[src/hw/lunar_rescue_pkg.sv]
package lunar_rescue_pkg;

	// horizontal raster, in pixel clocks.
	localparam logic [8:0] h_total_c      = 9'd320;
	localparam logic [8:0] h_active_c     = 9'd256;
	localparam logic [8:0] h_sync_start_c = 9'd272;
	localparam logic [8:0] h_sync_end_c   = 9'd304;

	// vertical raster, in lines.
	localparam logic [8:0] v_total_c      = 9'd262;
	localparam logic [8:0] v_active_c     = 9'd224;
	localparam logic [8:0] v_sync_start_c = 9'd236;
	localparam logic [8:0] v_sync_end_c   = 9'd239;

	// byte address is line * 32 + column / 8.
	localparam int vram_addr_w_c = 13;

	localparam logic [7:0] audio_weight_c = 8'd40;

	typedef struct packed {
		logic r;
		logic g;
		logic b;
	} rgb_t;

	localparam rgb_t red_c   = '{r: 1'b1, g: 1'b0, b: 1'b0};
	localparam rgb_t green_c = '{r: 1'b0, g: 1'b1, b: 1'b0};
	localparam rgb_t cyan_c  = '{r: 1'b0, g: 1'b1, b: 1'b1};
	localparam rgb_t white_c = '{r: 1'b1, g: 1'b1, b: 1'b1};
	localparam rgb_t black_c = '{r: 1'b0, g: 1'b0, b: 1'b0};

	// cellophane strips, one per 32 lines from the top.
	localparam rgb_t band_color_c [8] = '{
		red_c, white_c, white_c, green_c, green_c, white_c, cyan_c, white_c
	};

	typedef struct packed {
		logic [25:0] reserved_hi;
		logic        overlay_off;
		logic [1:0]  scanlines;
		logic        rotate;
		logic        reserved_lo;
		logic        soft_reset;
	} status_cfg_t;

	typedef union packed {
		logic [31:0] raw;
		status_cfg_t cfg;
	} status_u;

endpackage

[src/hw/video_if.sv]
`timescale 1ns/1ps

interface video_if;

	logic [8:0] hcount;
	logic [8:0] vcount;
	logic       active;
	logic       hsync;
	logic       vsync;

	modport src (
		output hcount, vcount, active, hsync, vsync
	);

	modport fetch (
		input hcount, vcount, active
	);

	modport disp (
		input vcount, active, hsync, vsync
	);

endinterface

[src/hw/video_timing.sv]
`timescale 1ns/1ps

module video_timing #(
	parameter logic [8:0] H_TOTAL      = lunar_rescue_pkg::h_total_c,
	parameter logic [8:0] H_ACTIVE     = lunar_rescue_pkg::h_active_c,
	parameter logic [8:0] H_SYNC_START = lunar_rescue_pkg::h_sync_start_c,
	parameter logic [8:0] H_SYNC_END   = lunar_rescue_pkg::h_sync_end_c,
	parameter logic [8:0] V_TOTAL      = lunar_rescue_pkg::v_total_c,
	parameter logic [8:0] V_ACTIVE     = lunar_rescue_pkg::v_active_c,
	parameter logic [8:0] V_SYNC_START = lunar_rescue_pkg::v_sync_start_c,
	parameter logic [8:0] V_SYNC_END   = lunar_rescue_pkg::v_sync_end_c
) (
	input  logic   clk_sys,
	input  logic   rst_n,
	video_if.src   vid
);

	logic [8:0] hc;
	logic [8:0] vc;
	logic       h_wrap;

	assign h_wrap = (hc == H_TOTAL - 9'd1);

	always_ff @(posedge clk_sys) begin
		if (!rst_n) begin
			hc <= '0;
			vc <= '0;
		end else begin
			hc <= h_wrap ? 9'd0 : hc + 9'd1;
			if (h_wrap) begin
				vc <= (vc == V_TOTAL - 9'd1) ? 9'd0 : vc + 9'd1;
			end
		end
	end

	// outputs are one register behind the counters.
	always_ff @(posedge clk_sys) begin
		if (!rst_n) begin
			vid.hcount <= '0;
			vid.vcount <= '0;
			vid.active <= 1'b0;
			vid.hsync  <= 1'b1;
			vid.vsync  <= 1'b1;
		end else begin
			vid.hcount <= hc;
			vid.vcount <= vc;
			vid.active <= (hc < H_ACTIVE) && (vc < V_ACTIVE);
			vid.hsync  <= !((hc >= H_SYNC_START) && (hc < H_SYNC_END));
			// vsync only changes on the leading edge of hsync.
			if (hc == H_SYNC_START) begin
				vid.vsync <= !((vc >= V_SYNC_START) && (vc < V_SYNC_END));
			end
		end
	end

endmodule

[src/flat_wrapper.sv]
// flat-port wrapper written by rule: the top's interface ports become plain ports
module video_timing_flat 
#(
	parameter logic [8:0] H_TOTAL      = lunar_rescue_pkg::h_total_c,
	parameter logic [8:0] H_ACTIVE     = lunar_rescue_pkg::h_active_c,
	parameter logic [8:0] H_SYNC_START = lunar_rescue_pkg::h_sync_start_c,
	parameter logic [8:0] H_SYNC_END   = lunar_rescue_pkg::h_sync_end_c,
	parameter logic [8:0] V_TOTAL      = lunar_rescue_pkg::v_total_c,
	parameter logic [8:0] V_ACTIVE     = lunar_rescue_pkg::v_active_c,
	parameter logic [8:0] V_SYNC_START = lunar_rescue_pkg::v_sync_start_c,
	parameter logic [8:0] V_SYNC_END   = lunar_rescue_pkg::v_sync_end_c
)
  (clk_sys, rst_n, vid_hcount, vid_vcount, vid_active, vid_hsync, vid_vsync);
  video_if vid_i ();
  input  logic clk_sys;
  input  logic rst_n;
  output wire logic [$bits(vid_i.hcount)-1:0] vid_hcount;
  output wire logic [$bits(vid_i.vcount)-1:0] vid_vcount;
  output wire logic [$bits(vid_i.active)-1:0] vid_active;
  output wire logic [$bits(vid_i.hsync)-1:0] vid_hsync;
  output wire logic [$bits(vid_i.vsync)-1:0] vid_vsync;
  assign vid_hcount = vid_i.hcount;
  assign vid_vcount = vid_i.vcount;
  assign vid_active = vid_i.active;
  assign vid_hsync = vid_i.hsync;
  assign vid_vsync = vid_i.vsync;
  video_timing #(.H_TOTAL(H_TOTAL), .H_ACTIVE(H_ACTIVE), .H_SYNC_START(H_SYNC_START), .H_SYNC_END(H_SYNC_END), .V_TOTAL(V_TOTAL), .V_ACTIVE(V_ACTIVE), .V_SYNC_START(V_SYNC_START), .V_SYNC_END(V_SYNC_END)) u_core (.clk_sys(clk_sys), .rst_n(rst_n), .vid(vid_i));
endmodule
[config.mk]
export PLATFORM = sky130hd
export DESIGN_NAME = video_timing_flat
export DESIGN_NICKNAME = d
export VERILOG_FILES = /design/src/hw/lunar_rescue_pkg.sv /design/src/hw/video_if.sv /design/src/hw/video_timing.sv /design/src/flat_wrapper.sv
export SDC_FILE = /design/constraint.sdc
export NUM_CORES = 1
export LEC_CHECK = 0
export ABC_AREA = 1
export CORE_MARGIN = 2
export CORE_UTILIZATION = 45
export DETAILED_ROUTE_END_ITERATION = 16
export DONT_BUFFER_PORTS = 1
export SLEW_MARGIN = 20
export SYNTH_ARGS = -nofsm -noshare
export SYNTH_HDL_FRONTEND = slang
export SYNTH_SLANG_ARGS = --single-unit
[constraint.sdc]
create_clock -name clk_sys -period 1.66 [get_ports clk_sys]
set_input_delay 0.332 -clock clk_sys [delete_from_list [all_inputs] [get_ports clk_sys]]
set_output_delay 0.332 -clock clk_sys [all_outputs]
set_load 0.01 [all_outputs]
* Word-level counts from Yosys, hierarchy flattened
Index checks and enable logic that the tools add are counted.
** Cells by class
- $add $sub $neg :: 2
- Multiply operators :: 0
- Divide/modulo/power cells :: 0
- $lt $le $gt $ge :: 6
- Eq/ne operators :: 3
- Shifts and indexed selects :: 0
- Multiplexer cells :: 1
- Bitwise logic cells :: 1
- Reductions and logical operators :: 6
** Operator list (number)
- 9-bit equality test, second input constant :: 3
- 9-bit by 1-bit adder with 9-bit output, second input constant :: 2
- 9-bit by 8-bit < comparator with 1-bit output, second input constant :: 2
- 9-bit < comparator, second input constant :: 2
- 9-bit by 8-bit greater-or-equal comparator with 1-bit output, second input constant :: 1
- 9-bit greater-or-equal comparator, second input constant :: 1
- 9-bit 2-to-1 mux :: 1
- 1-bit logical AND :: 3
- 1-bit zero test :: 2
- 2-bit OR reduction :: 1
- 1-bit NOT :: 1
** Word-level totals
- Register bits :: 39
- Latch bits :: 0
- RAM bits :: 0
- ROM bits :: 0
- Bits of input ports :: 2
- Memories :: 0

* Logic depth before layout (Yosys ltp)
Gate-level depths: netlist of run 1.
- Word-level depth :: 3
- Mapped depth :: 11
- Mapped depth without buffers :: 11

* Worst setup path after synthesis of run 1
Ideal clock, no wire load.
- Path type :: register -> register
- Start point :: register u_core.hc[0]
- End point :: register u_core.vc[1]
- Library setup time :: 117 ps
- Data arrival time :: 1182 ps
- Path slack :: 361 ps
- Cell stages (with the launch flop) :: 8
- Buffers on the path :: 1
- Period minus slack after synthesis :: 1299 ps
- Path through :: dfxtp_1 -> ha_1 -> nand2_2 -> nor2_4 -> nand4_2 -> nand2_2 -> buf_6 -> o21ai_1
** On the way
- Word-level cells in the longest chain between the ends :: 1
** Ends and longest elaborated chain
- from (decl) :: line video_timing.sv:18 : logic [8:0] hc;
- from (signal assigned) :: line video_timing.sv:29 : hc <= h_wrap ? 9'd0 : hc + 9'd1;
- 9-bit equality test :: line video_timing.sv:22 : assign h_wrap = (hc == H_TOTAL - 9'd1);
- to (signal assigned) :: line video_timing.sv:31 : vc <= (vc == V_TOTAL - 9'd1) ? 9'd0 : vc + 9'd1;
- to (decl) :: line video_timing.sv:19 : logic [8:0] vc;
No other way between the ends.
A chain may end at the register's enable or synchronous reset.

* Final worst setup path of run 1
- Start point :: register u_core.hc[1]
- End point :: register u_core.vc[5]
Same word-level chain as after synthesis.

==> flow_summary.yaml, run 1 <==
status:
  status: "finished, final reports clean"
floorplan:
  die-width_um: 65.0
  dieArea_um2: 4220
  coreArea_um2: 3610
  chipHeight_um: 65.0
  start_util: 0.464
  num_io_pins: 23
  placement_rows: 22
clock_network:
  ctsHtreeMaxLevel: 2
  clkLatencyLatePin_ns: 0.29
  cts_inserted_buffers: 5
  tritoncts_clock_tree: "done"
  clock_path_buffers: 2
  clk_pin_slew_ns: 0.08
  cts_hold_buffers: 0
  cts_root_buf: "clkbuf_8"
  cts_sinks: 39
synth:
  postSynthRegisterBits: 39
  synth_top_family_by_area: "simple AND/OR/NAND/NOR gates"
  synth_simple_gate_area_share: 0.335
  syn_area_um2: 1670
  parity_gate_share_of_the_synthesized_area_counting_xor_and_xnor_cells: 0.0105
  gate_count_post_synth: 222
  ys_warn_count: 0
  synth.net_count: 228
  count_of_distinct_cell_types_in_the_synthesized_netlist: 28
  seq_area_frac_synth: 0.467
  synth-adder-area-share: 0.0299
  post_synth_mux_area_share: 0
  complex_gate_fraction_of_the_synthesized_area: 0.0472
  synthesis.area_per_instance_um2: 7.53
drt:
  detail-route-antenna-nets: 0
  drt_iter0_markers: 91
  routed_wire_length_per_instance_um: 11.4
  route.final.wire_length_um: 3120
  detail_route.vias_per_cell: 4.76
  drtPass1Iterations: 4
  route.vias.total: 1299
  drc: 0
power_and_ir_drop:
  power_frac_seq: 0.501
  ir_drop_worst_vdd_v: 0.000593
  p_clk_frac: 0.482
  share_comb_of_total_power: 0.017
  power_per_cell_area_nw_per_um2: 1040
  net-switching-power_uw: 352
  leakagePower_nw: 0.862
  switch_share: 0.184
  intPower_mw: 1.56
layout:
  drive_gt1_frac: 0.120
  final_nets: 230
  areaGrowthSynthToFinish_pct: 10.3
  final_cell_mix: "nand2_1 (57), dfxtp_1 (38), inv_1 (36)"
  fin_area_um2: 1840
  leading_cell_type_in_the_layout_fill_and_taps_excluded: "nand2_1"
  diodes: 0
  final_util: 0.511
  nFillCells: 355
placement:
  place.port_buffers: 0
  place_area_um2: 1710
  final_estimated_routing_congestion_in_global_placement: 0.841
  post-dp-hpwl_um: 2190
timing:
  fin_crit_ns: 1.51
  hold-worst-slack_ns: 0.132
  setup_viol: 0
  max_clock_freq_ghz: 0.662
  finalSetupTns_ns: 0
  fin_worst_skew_ns: 0.00675
  worst_slew_pin_slew_ns: 0.299
  worst_slew_margin_rel: 0.800
  portion_of_the_clock_cycle_consumed_by_the_worst_path_in_the_final_layout: 0.909
  rsz0062_at_grt: "no"
  hold_violations: 0
  timing.final.max_slew_violations: 0
grt:
  grt_antenna_before_repair: 0
  grt_max_degree: 24
  global_route.usage.total: 0.172
  first_global_vias: 1218
  grt_first_pass_wirelength_um: 5520
  total_congestion_overflow_after_global_routing: 0
worst_setup_path:
  start_kind: "register"
  timing.critical_path.cells: "ha_1 > nand2_2 > nor2_4 > nand4_2 > nand2_4 > nand2_1 > nand2_1 > nor2_1"
  worst_path_max_delay_cell: "dfxtp_1"
  worst-endpoint-arrival_ns: 1.70
  critPathMaxFanout: 8
  critPathCaptureType: "register"
  delay_heaviest_family_cp: "simple AND/OR/NAND/NOR gates"
  timing.critical_path.buf_inv: 0
  worstSetupPathType: "register to register"
  critical-path-top-cell-by-count: "nand2_1"
  cp_slowest_stage_delay_ns: 0.38
  cp_data_required_time_ns: 1.85
min_path:
  worstHoldPathType: "input pin to register"
job:
  maxCapViolations: 0
-- cells by family after synthesis --
group / count (synthesis)
and+or+nand+nor: 116
buffers and inverters: 46
xor gates and xnor gates: 2
DFF: 39
adders and majority gates: 4
AOI/OAI and AO/OA: 15
-- worst paths after layout --
path | from | to | slack [ns] | cells after the start
worst min register to register | u_core.hc[0] | u_core.hc[0] | 0.46 | 1
worst max register to register | u_core.hc[1] | u_core.vc[5] | 0.15 | 8
worst max-delay path | u_core.hc[1] | u_core.vc[5] | 0.15 | 8
worst min-delay path | rst_n | u_core.vid.vsync | 0.13 | 1
-- per-layer routing --
layer	GRT usage	routed length, µm	vias to the layer above
met5	0	0	-
met4	0.0638	47	0
met3	0.0573	189	6
met2	0.280	1390	38
met1	0.211	1490	569
li1	-	-	686
-- state kept, by name, summed over array words and instances, names as in the netlist --
name               cells
u_core.vid.vcount      9
u_core.vid.hcount      9
u_core.vc              9
u_core.vid.active      1
u_core.vid.vsync       1
u_core.vid.hsync       1
u_core.hc              9
-- power by group through the flow --
stage                     registers, mW  clock network (mW)  logic (mW)
after floorplan                   0.978                   0      0.0327
after global placement            0.979                   0      0.0317
after detailed placement          0.980                   0      0.0319
after CTS                         0.957               0.950      0.0321
after global routing              0.960                1.00      0.0371
final                             0.958               0.922      0.0320
-- through the flow --
step | instances | setup slack [ns] | power [mW]
4_1_cts | 273 | 0.0360 | 1.94
3_5_place_dp | 265 | 0.0697 | 1.01
6_report | 273 | 0.150 | 1.91
2_1_floorplan | 222 | 0.361 | 1.01
5_1_grt | 273 | 0.0173 | 2.00
3_3_place_gp | 265 | 0.142 | 1.01
-- cells in the mapped netlist --
cell type	n	area, µm²
nor3b_2	2	25.0
inv_2	4	15.0
nor2_1	20	75.1
nand2_2	2	12.5
nor3_1	5	25.0
nor2_8	1	20.0
nand3_1	15	75.1
a21oi_2	1	8.76
a21oi_1	11	55.1
nor3_2	1	10.0
xor2_1	2	17.5
or2_0	1	6.26
inv_1	36	135
buf_6	1	11.3
nor2_2	4	25.0
clkbuf_2	1	5.00
nand4_1	4	25.0
o21ai_1	1	5.00
dfxtp_1	39	781
nor2_4	1	11.3
ha_1	4	50.1
nand3_4	1	17.5
o21ai_0	2	10.0
clkbuf_1	2	7.51
nand2_1	57	214
nand4_2	1	12.5
nor4_1	1	6.26
buf_2	2	10.0
-- final cells by class --
class / count / area [µm²] / share of cell area
well taps: 48 / 60.1 / 0.0326
inverters: 40 / 150 / 0.0814
multi-input cells: 137 / 712 / 0.386
clock buffers: 6 / 72.6 / 0.0393
clock inverters: 2 / 60.1 / 0.0326
repair buffers: 1 / 7.51 / 0.00407
flip-flops and latches: 39 / 782 / 0.424
-- what timing repair did --
item	4_1_cts	5_1_grt
buffers inserted	0	0
gates resized for setup	0	2
endpoints found under the hold margin	0	0
endpoints found under the setup margin	0	9
Note: power is estimated with default switching activity, not from simulation.
==> run 2: changes to the inputs <==
--- a/config.mk
+++ b/config.mk
@@ -6,10 +6,14 @@
 export NUM_CORES = 1
 export LEC_CHECK = 0
 export ABC_AREA = 1
+export CELL_PAD_IN_SITES_DETAIL_PLACEMENT = 1
+export CELL_PAD_IN_SITES_GLOBAL_PLACEMENT = 2
 export CORE_MARGIN = 2
-export CORE_UTILIZATION = 45
+export CORE_UTILIZATION = 35
 export DETAILED_ROUTE_END_ITERATION = 16
 export DONT_BUFFER_PORTS = 1
+export PLACE_DENSITY_LB_ADDON = 0.1
+export RECOVER_POWER = 25
 export SLEW_MARGIN = 20
 export SYNTH_ARGS = -nofsm -noshare
 export SYNTH_HDL_FRONTEND = slang
==> run 2 against run 1 <==
Net effect: first-iteration DRC count down 37%; largest power group unchanged; die area up 27%; cell area shrank 1.4%; sequential power hardly changed; global-route usage is 0.99 points lower; cell count grew 2.9%; largest cell class unchanged; combinational power rose by 14%; worst setup slack worse by 0.023 ns; critical path type unchanged; worst hold slack better by 0.011 ns; critical path depth is 1 lower; maximum frequency down 1.5%; via count grew 3.3%.
==> flow_summary.yaml, run 2 (synthesized netlist as in run 1, its figures left out) <==
status:
  status: "finished, final reports clean"
drt:
  routed_wire_length_per_instance_um: 13.7
  drtPass1Iterations: 4
  detail_route.vias_per_cell: 4.78
  drc: 0
  route.final.wire_length_um: 3840
  drt_iter0_markers: 57
  detail-route-antenna-nets: 0
  route.vias.total: 1342
clock_network:
  cts_sinks: 39
  tritoncts_clock_tree: "done"
  clock_path_buffers: 2
  cts_root_buf: "clkbuf_8"
  clkLatencyLatePin_ns: 0.28
  cts_inserted_buffers: 5
  ctsHtreeMaxLevel: 2
  clk_pin_slew_ns: 0.07
placement:
  post-dp-hpwl_um: 2910
  place.port_buffers: 0
  final_estimated_routing_congestion_in_global_placement: 0.806
  place_area_um2: 1730
worst_setup_path:
  worstSetupPathType: "register to register"
  critPathMaxFanout: 7
  start_kind: "register"
  timing.critical_path.cells: "ha_2 > nand2_2 > nor2_4 > nand4_2 > nand2_4 > buf_4 > nor2_1"
  critPathCaptureType: "register"
  cp_slowest_stage_delay_ns: 0.40
  worst-endpoint-arrival_ns: 1.70
  worst_path_max_delay_cell: "dfxtp_1"
  cp_data_required_time_ns: 1.83
layout:
  leading_cell_type_in_the_layout_fill_and_taps_excluded: "nand2_1"
  diodes: 0
  final_cell_mix: "nand2_1 (57), dfxtp_1 (38), inv_1 (36)"
  fin_area_um2: 1820
  areaGrowthSynthToFinish_pct: 8.76
  final_nets: 232
  final_util: 0.390
  drive_gt1_frac: 0.128
power_and_ir_drop:
  power_per_cell_area_nw_per_um2: 881
  leakagePower_nw: 0.848
  ir_drop_worst_vdd_v: 0.000309
grt:
  grtUsageMet3: 0.0552
  total_congestion_overflow_after_global_routing: 0
  global_route.usage.total: 0.162
  gr-max-usage-layer: "met2"
  grt.met2_usage: 0.247
  grt_antenna_before_repair: 0
  grt_first_pass_wirelength_um: 6550
  gr-usage-met1: 0.219
  first_global_vias: 1376
  grt_max_degree: 24
floorplan:
  chipHeight_um: 73.1
  start_util: 0.359
  placement_rows: 25
  num_io_pins: 23
  die-width_um: 73.1
  dieArea_um2: 5350
  coreArea_um2: 4660
timing:
  hold-worst-slack_ns: 0.143
  portion_of_the_clock_cycle_consumed_by_the_worst_path_in_the_final_layout: 0.923
  fin_crit_ns: 1.53
  finalSetupTns_ns: 0
  timing.final.max_slew_violations: 0
  hold_violations: 0
  worst_slew_pin_slew_ns: 0.297
  worst_slew_margin_rel: 0.802
  setup_viol: 0
  fin_worst_skew_ns: 0.00574
  max_clock_freq_ghz: 0.652
min_path:
  worstHoldPathType: "input pin to register"
job:
  maxCapViolations: 0
[run 2: changes by cell type in the layout (fill, tap and decap cells not counted)]
| cell | before | now |
|---|---|---|
| clkbuf_1 | 1 | 2 |
| bufinv_16 | 2 | 0 |
| ha_2 | 0 | 1 |
| clkinv_2 | 0 | 1 |
| ha_1 | 4 | 3 |
| buf_4 | 1 | 3 |
[run 2: where the power goes]
group | switching, mW | internal (mW) | total (mW) | leakage (nW)
Sequential | 0.0128 | 0.947 | 0.959 | 0.316
Combinational | 0.0226 | 0.0138 | 0.0365 | 0.490
Clock | 0.311 | 0.295 | 0.606 | 0.0422
Total | 0.347 | 1.26 | 1.60 | 0.848
[run 2: critical path: cells and delay by family, from the launching register on]
kind | cells | cell delay [ns]
simple gates | 5 | 0.59
fa+ha+maj | 1 | 0.24
buf+inv | 1 | 0.17
flops | 1 | 0.40
[run 2: cell type report]
| class | instances | area, µm² |
|---|---|---|
| clock inverters | 1 | 5.00 |
| well taps | 54 | 67.6 |
| flip-flops and latches | 39 | 782 |
| fillers | 583 | 2840 |
| clock buffers | 7 | 76.3 |
| inverters | 40 | 150 |
| multi-input cells | 137 | 714 |
| repair buffers | 3 | 22.5 |
[run 2: metrics by stage]
| stage | setup slack, ns | cells | total power, mW |
|---|---|---|---|
| 2_1_floorplan | 0.361 | 222 | 1.01 |
| 3_3_place_gp | 0.180 | 273 | 1.01 |
| 3_5_place_dp | 0.0576 | 273 | 1.02 |
| 4_1_cts | 0.0478 | 281 | 1.63 |
| 5_1_grt | -0.00224 | 281 | 1.69 |
| 6_report | 0.127 | 281 | 1.60 |
[run 2: metal layers]
metal | part of all wire | up-vias | wire [µm]
met5 | 0 | - | 0
met4 | 0.014 | 0 | 54
met3 | 0.029 | 6 | 111
met2 | 0.47 | 24 | 1790
met1 | 0.49 | 621 | 1880
li1 | - | 691 | -
[run 2: timing repair]
action                     in CTS  in global routing
hold buffers                    0                  0
gates resized for setup         0                  3
setup endpoints to repair       0                 10
buffers inserted                0                  0
hold endpoints to repair        0                  0
[run 2: worst paths after layout]
kind	start	end	slack, ns	cells past startpoint
worst max register to register	u_core.hc[1]	u_core.hc[0]	0.13	7
worst max-delay path	u_core.hc[1]	u_core.hc[0]	0.13	7
worst min register to register	u_core.vc[1]	u_core.vid.vcount[1]	0.47	2
worst min-delay path	rst_n	u_core.vid.vsync	0.14	1
==> run 3: changes to the inputs <==
==> constraint.sdc (replaced) <==
create_clock -name clk_sys -period 1.66 [get_ports clk_sys]
set_input_delay 0.166 -clock clk_sys [delete_from_list [all_inputs] [get_ports clk_sys]]
set_output_delay 0.166 -clock clk_sys [all_outputs]
set_load 0.01 [all_outputs]
==> run 3 against run 2 <==
Net effect: clock skew about the same; utilization increased by 0.43 points; flip-flop and latch count unchanged; critical endpoint unchanged.
==> flow_summary.yaml, run 3 (synthesized netlist as in run 1, its figures left out) <==
worst_setup_path:
  cp_data_required_time_ns: 1.83
  r2r_cells: 7
  r2r_end: "u_core.hc[0]"
  reg2reg_slack_ns: 0.13
  critPathMaxFanout: 7
  timing.rr.start: "u_core.hc[1]"
  critPathCaptureType: "register"
  worstSetupPathType: "register to register"
  worst-endpoint-arrival_ns: 1.70
  start_kind: "register"
floorplan:
  coreArea_um2: 4660
  dieArea_um2: 5350
  num_io_pins: 23
  chipHeight_um: 73.1
  start_util: 0.359
  die-width_um: 73.1
  placement_rows: 25
placement:
  post-dp-hpwl_um: 2910
  place.port_buffers: 0
  final_estimated_routing_congestion_in_global_placement: 0.806
  pre_cts_ws_ns: 0.0576
  dp_cells: 273
clock_network:
  clkLatencyLatePin_ns: 0.28
  clk_pin_slew_ns: 0.07
  cts_inserted_buffers: 5
  cts_root_buf: "clkbuf_8"
  post_cts.repair.setup_buffers: 0
  cts_sinks: 39
  ctsHtreeMaxLevel: 2
  tritoncts_clock_tree: "done"
  clock_path_buffers: 2
timing:
  portion_of_the_clock_cycle_consumed_by_the_worst_path_in_the_final_layout: 0.925
  fin_crit_ns: 1.53
  hold-worst-slack_ns: 0.00362
  worst_slew_margin_rel: 0.489
  worst_slew_pin_slew_ns: 0.764
  setup_viol: 0
  timing.final.max_slew_violations: 0
  fin_worst_skew_ns: 0.00568
  max_clock_freq_ghz: 0.651
  final.setup.worst_slack_ns: 0.125
  hold_violations: 0
grt:
  grt_antenna_before_repair: 0
  total_congestion_overflow_after_global_routing: 0
  global_route.usage.total: 0.167
  grt_first_pass_wirelength_um: 6690
  first_global_vias: 1387
  grt_max_degree: 19
min_path:
  worstHoldStart: "rst_n"
  hold_path_end: "u_core.vid.hcount[0]"
  worstHoldPathType: "input pin to register"
  whs_path_depth: 2
layout:
  final_nets: 234
  drive_gt1_frac: 0.127
  final_cell_count_no_fill: 283
  diodes: 0
  areaGrowthSynthToFinish_pct: 9.95
  leading_cell_type_in_the_layout_fill_and_taps_excluded: "nand2_1"
  final_cell_mix: "nand2_1 (57), dfxtp_1 (38), inv_1 (36)"
drt:
  route.final.wire_length_um: 3930
  detail-route-antenna-nets: 0
  drc: 0
  routed_wire_length_per_instance_um: 13.9
  route.vias.total: 1347
  drtPass1Iterations: 4
  drt_iter0_markers: 65
  detail_route.vias_per_cell: 4.76
power_and_ir_drop:
  leakagePower_nw: 0.856
  ir_drop_worst_vdd_v: 0.000308
  power_mw: 1.61
  power_per_cell_area_nw_per_um2: 877
status:
  status: "finished, final reports clean"
job:
  maxCapViolations: 0
-- run 3: cell types whose count changed in the layout (fill, tap and decap cells not counted) --
cell,delta
dlygate4sd3_1,+2
-- run 3: critical path, stage by stage, from the launching register on --
cell and delay, ns:
dfxtp_1 0.40, ha_2 0.24, nand2_2 0.08, nor2_4 0.14
nand4_2 0.16, nand2_4 0.15, buf_4 0.17, nor2_1 0.06
-- run 3: repair_timing --
item	in CTS	in global routing
endpoints found under the setup margin	0	10
hold buffers	2	0
hold endpoints to repair	18	0
resized for setup	0	3
-- run 3: power breakdown --
part | total (mW) | internal [mW] | leakage (nW) | switching (mW)
clock network | 0.605 | 0.295 | 0.0422 | 0.310
logic | 0.0477 | 0.0170 | 0.498 | 0.0307
registers | 0.960 | 0.947 | 0.316 | 0.0129
-- run 3: metal layers --
| layer | vias up | routed length, µm | track usage |
|---|---|---|---|
| met5 | - | 0 | 0 |
| li1 | 696 | - | - |
| met4 | 0 | 54 | 0.0432 |
| met3 | 6 | 107 | 0.0552 |
| met1 | 621 | 1960 | 0.230 |
| met2 | 24 | 1810 | 0.249 |
-- run 3: worst max path at each step --
| stage | cells after the start | startpoint | endpoint |
|---|---|---|---|
| 6_report | 7 | u_core.hc[1] | u_core.hc[0] |
| 5_1_grt | 7 | u_core.hc[1] | u_core.hc[0] |
| 4_1_cts | 8 | u_core.hc[0] | u_core.vc[8] |
| 3_5_place_dp | 8 | u_core.hc[0] | u_core.vc[8] |
| 3_3_place_gp | 7 | u_core.hc[0] | u_core.hc[3] |
| 2_1_floorplan | 7 | u_core.hc[0] | u_core.vc[1] |
-- run 3: layout make-up --
type / instances / area (µm²)
clock buffer: 7 / 76.3
fill: 583 / 2820
tap: 54 / 67.6
inverter: 40 / 150
clock inverter: 1 / 5.00
timing repair buffer: 5 / 42.5
sequential: 39 / 782
multi-input combinational: 137 / 714
-- run 3: per-stage QoR --
stage,util,cell area [µm²],TNS [ns]
detailed placement,0.371,1730,0
CTS,0.392,1830,0
floorplan,-,1670,0
finish,0.394,1840,0
global route,0.394,1840,-0.00224
global placement,0.371,1730,0
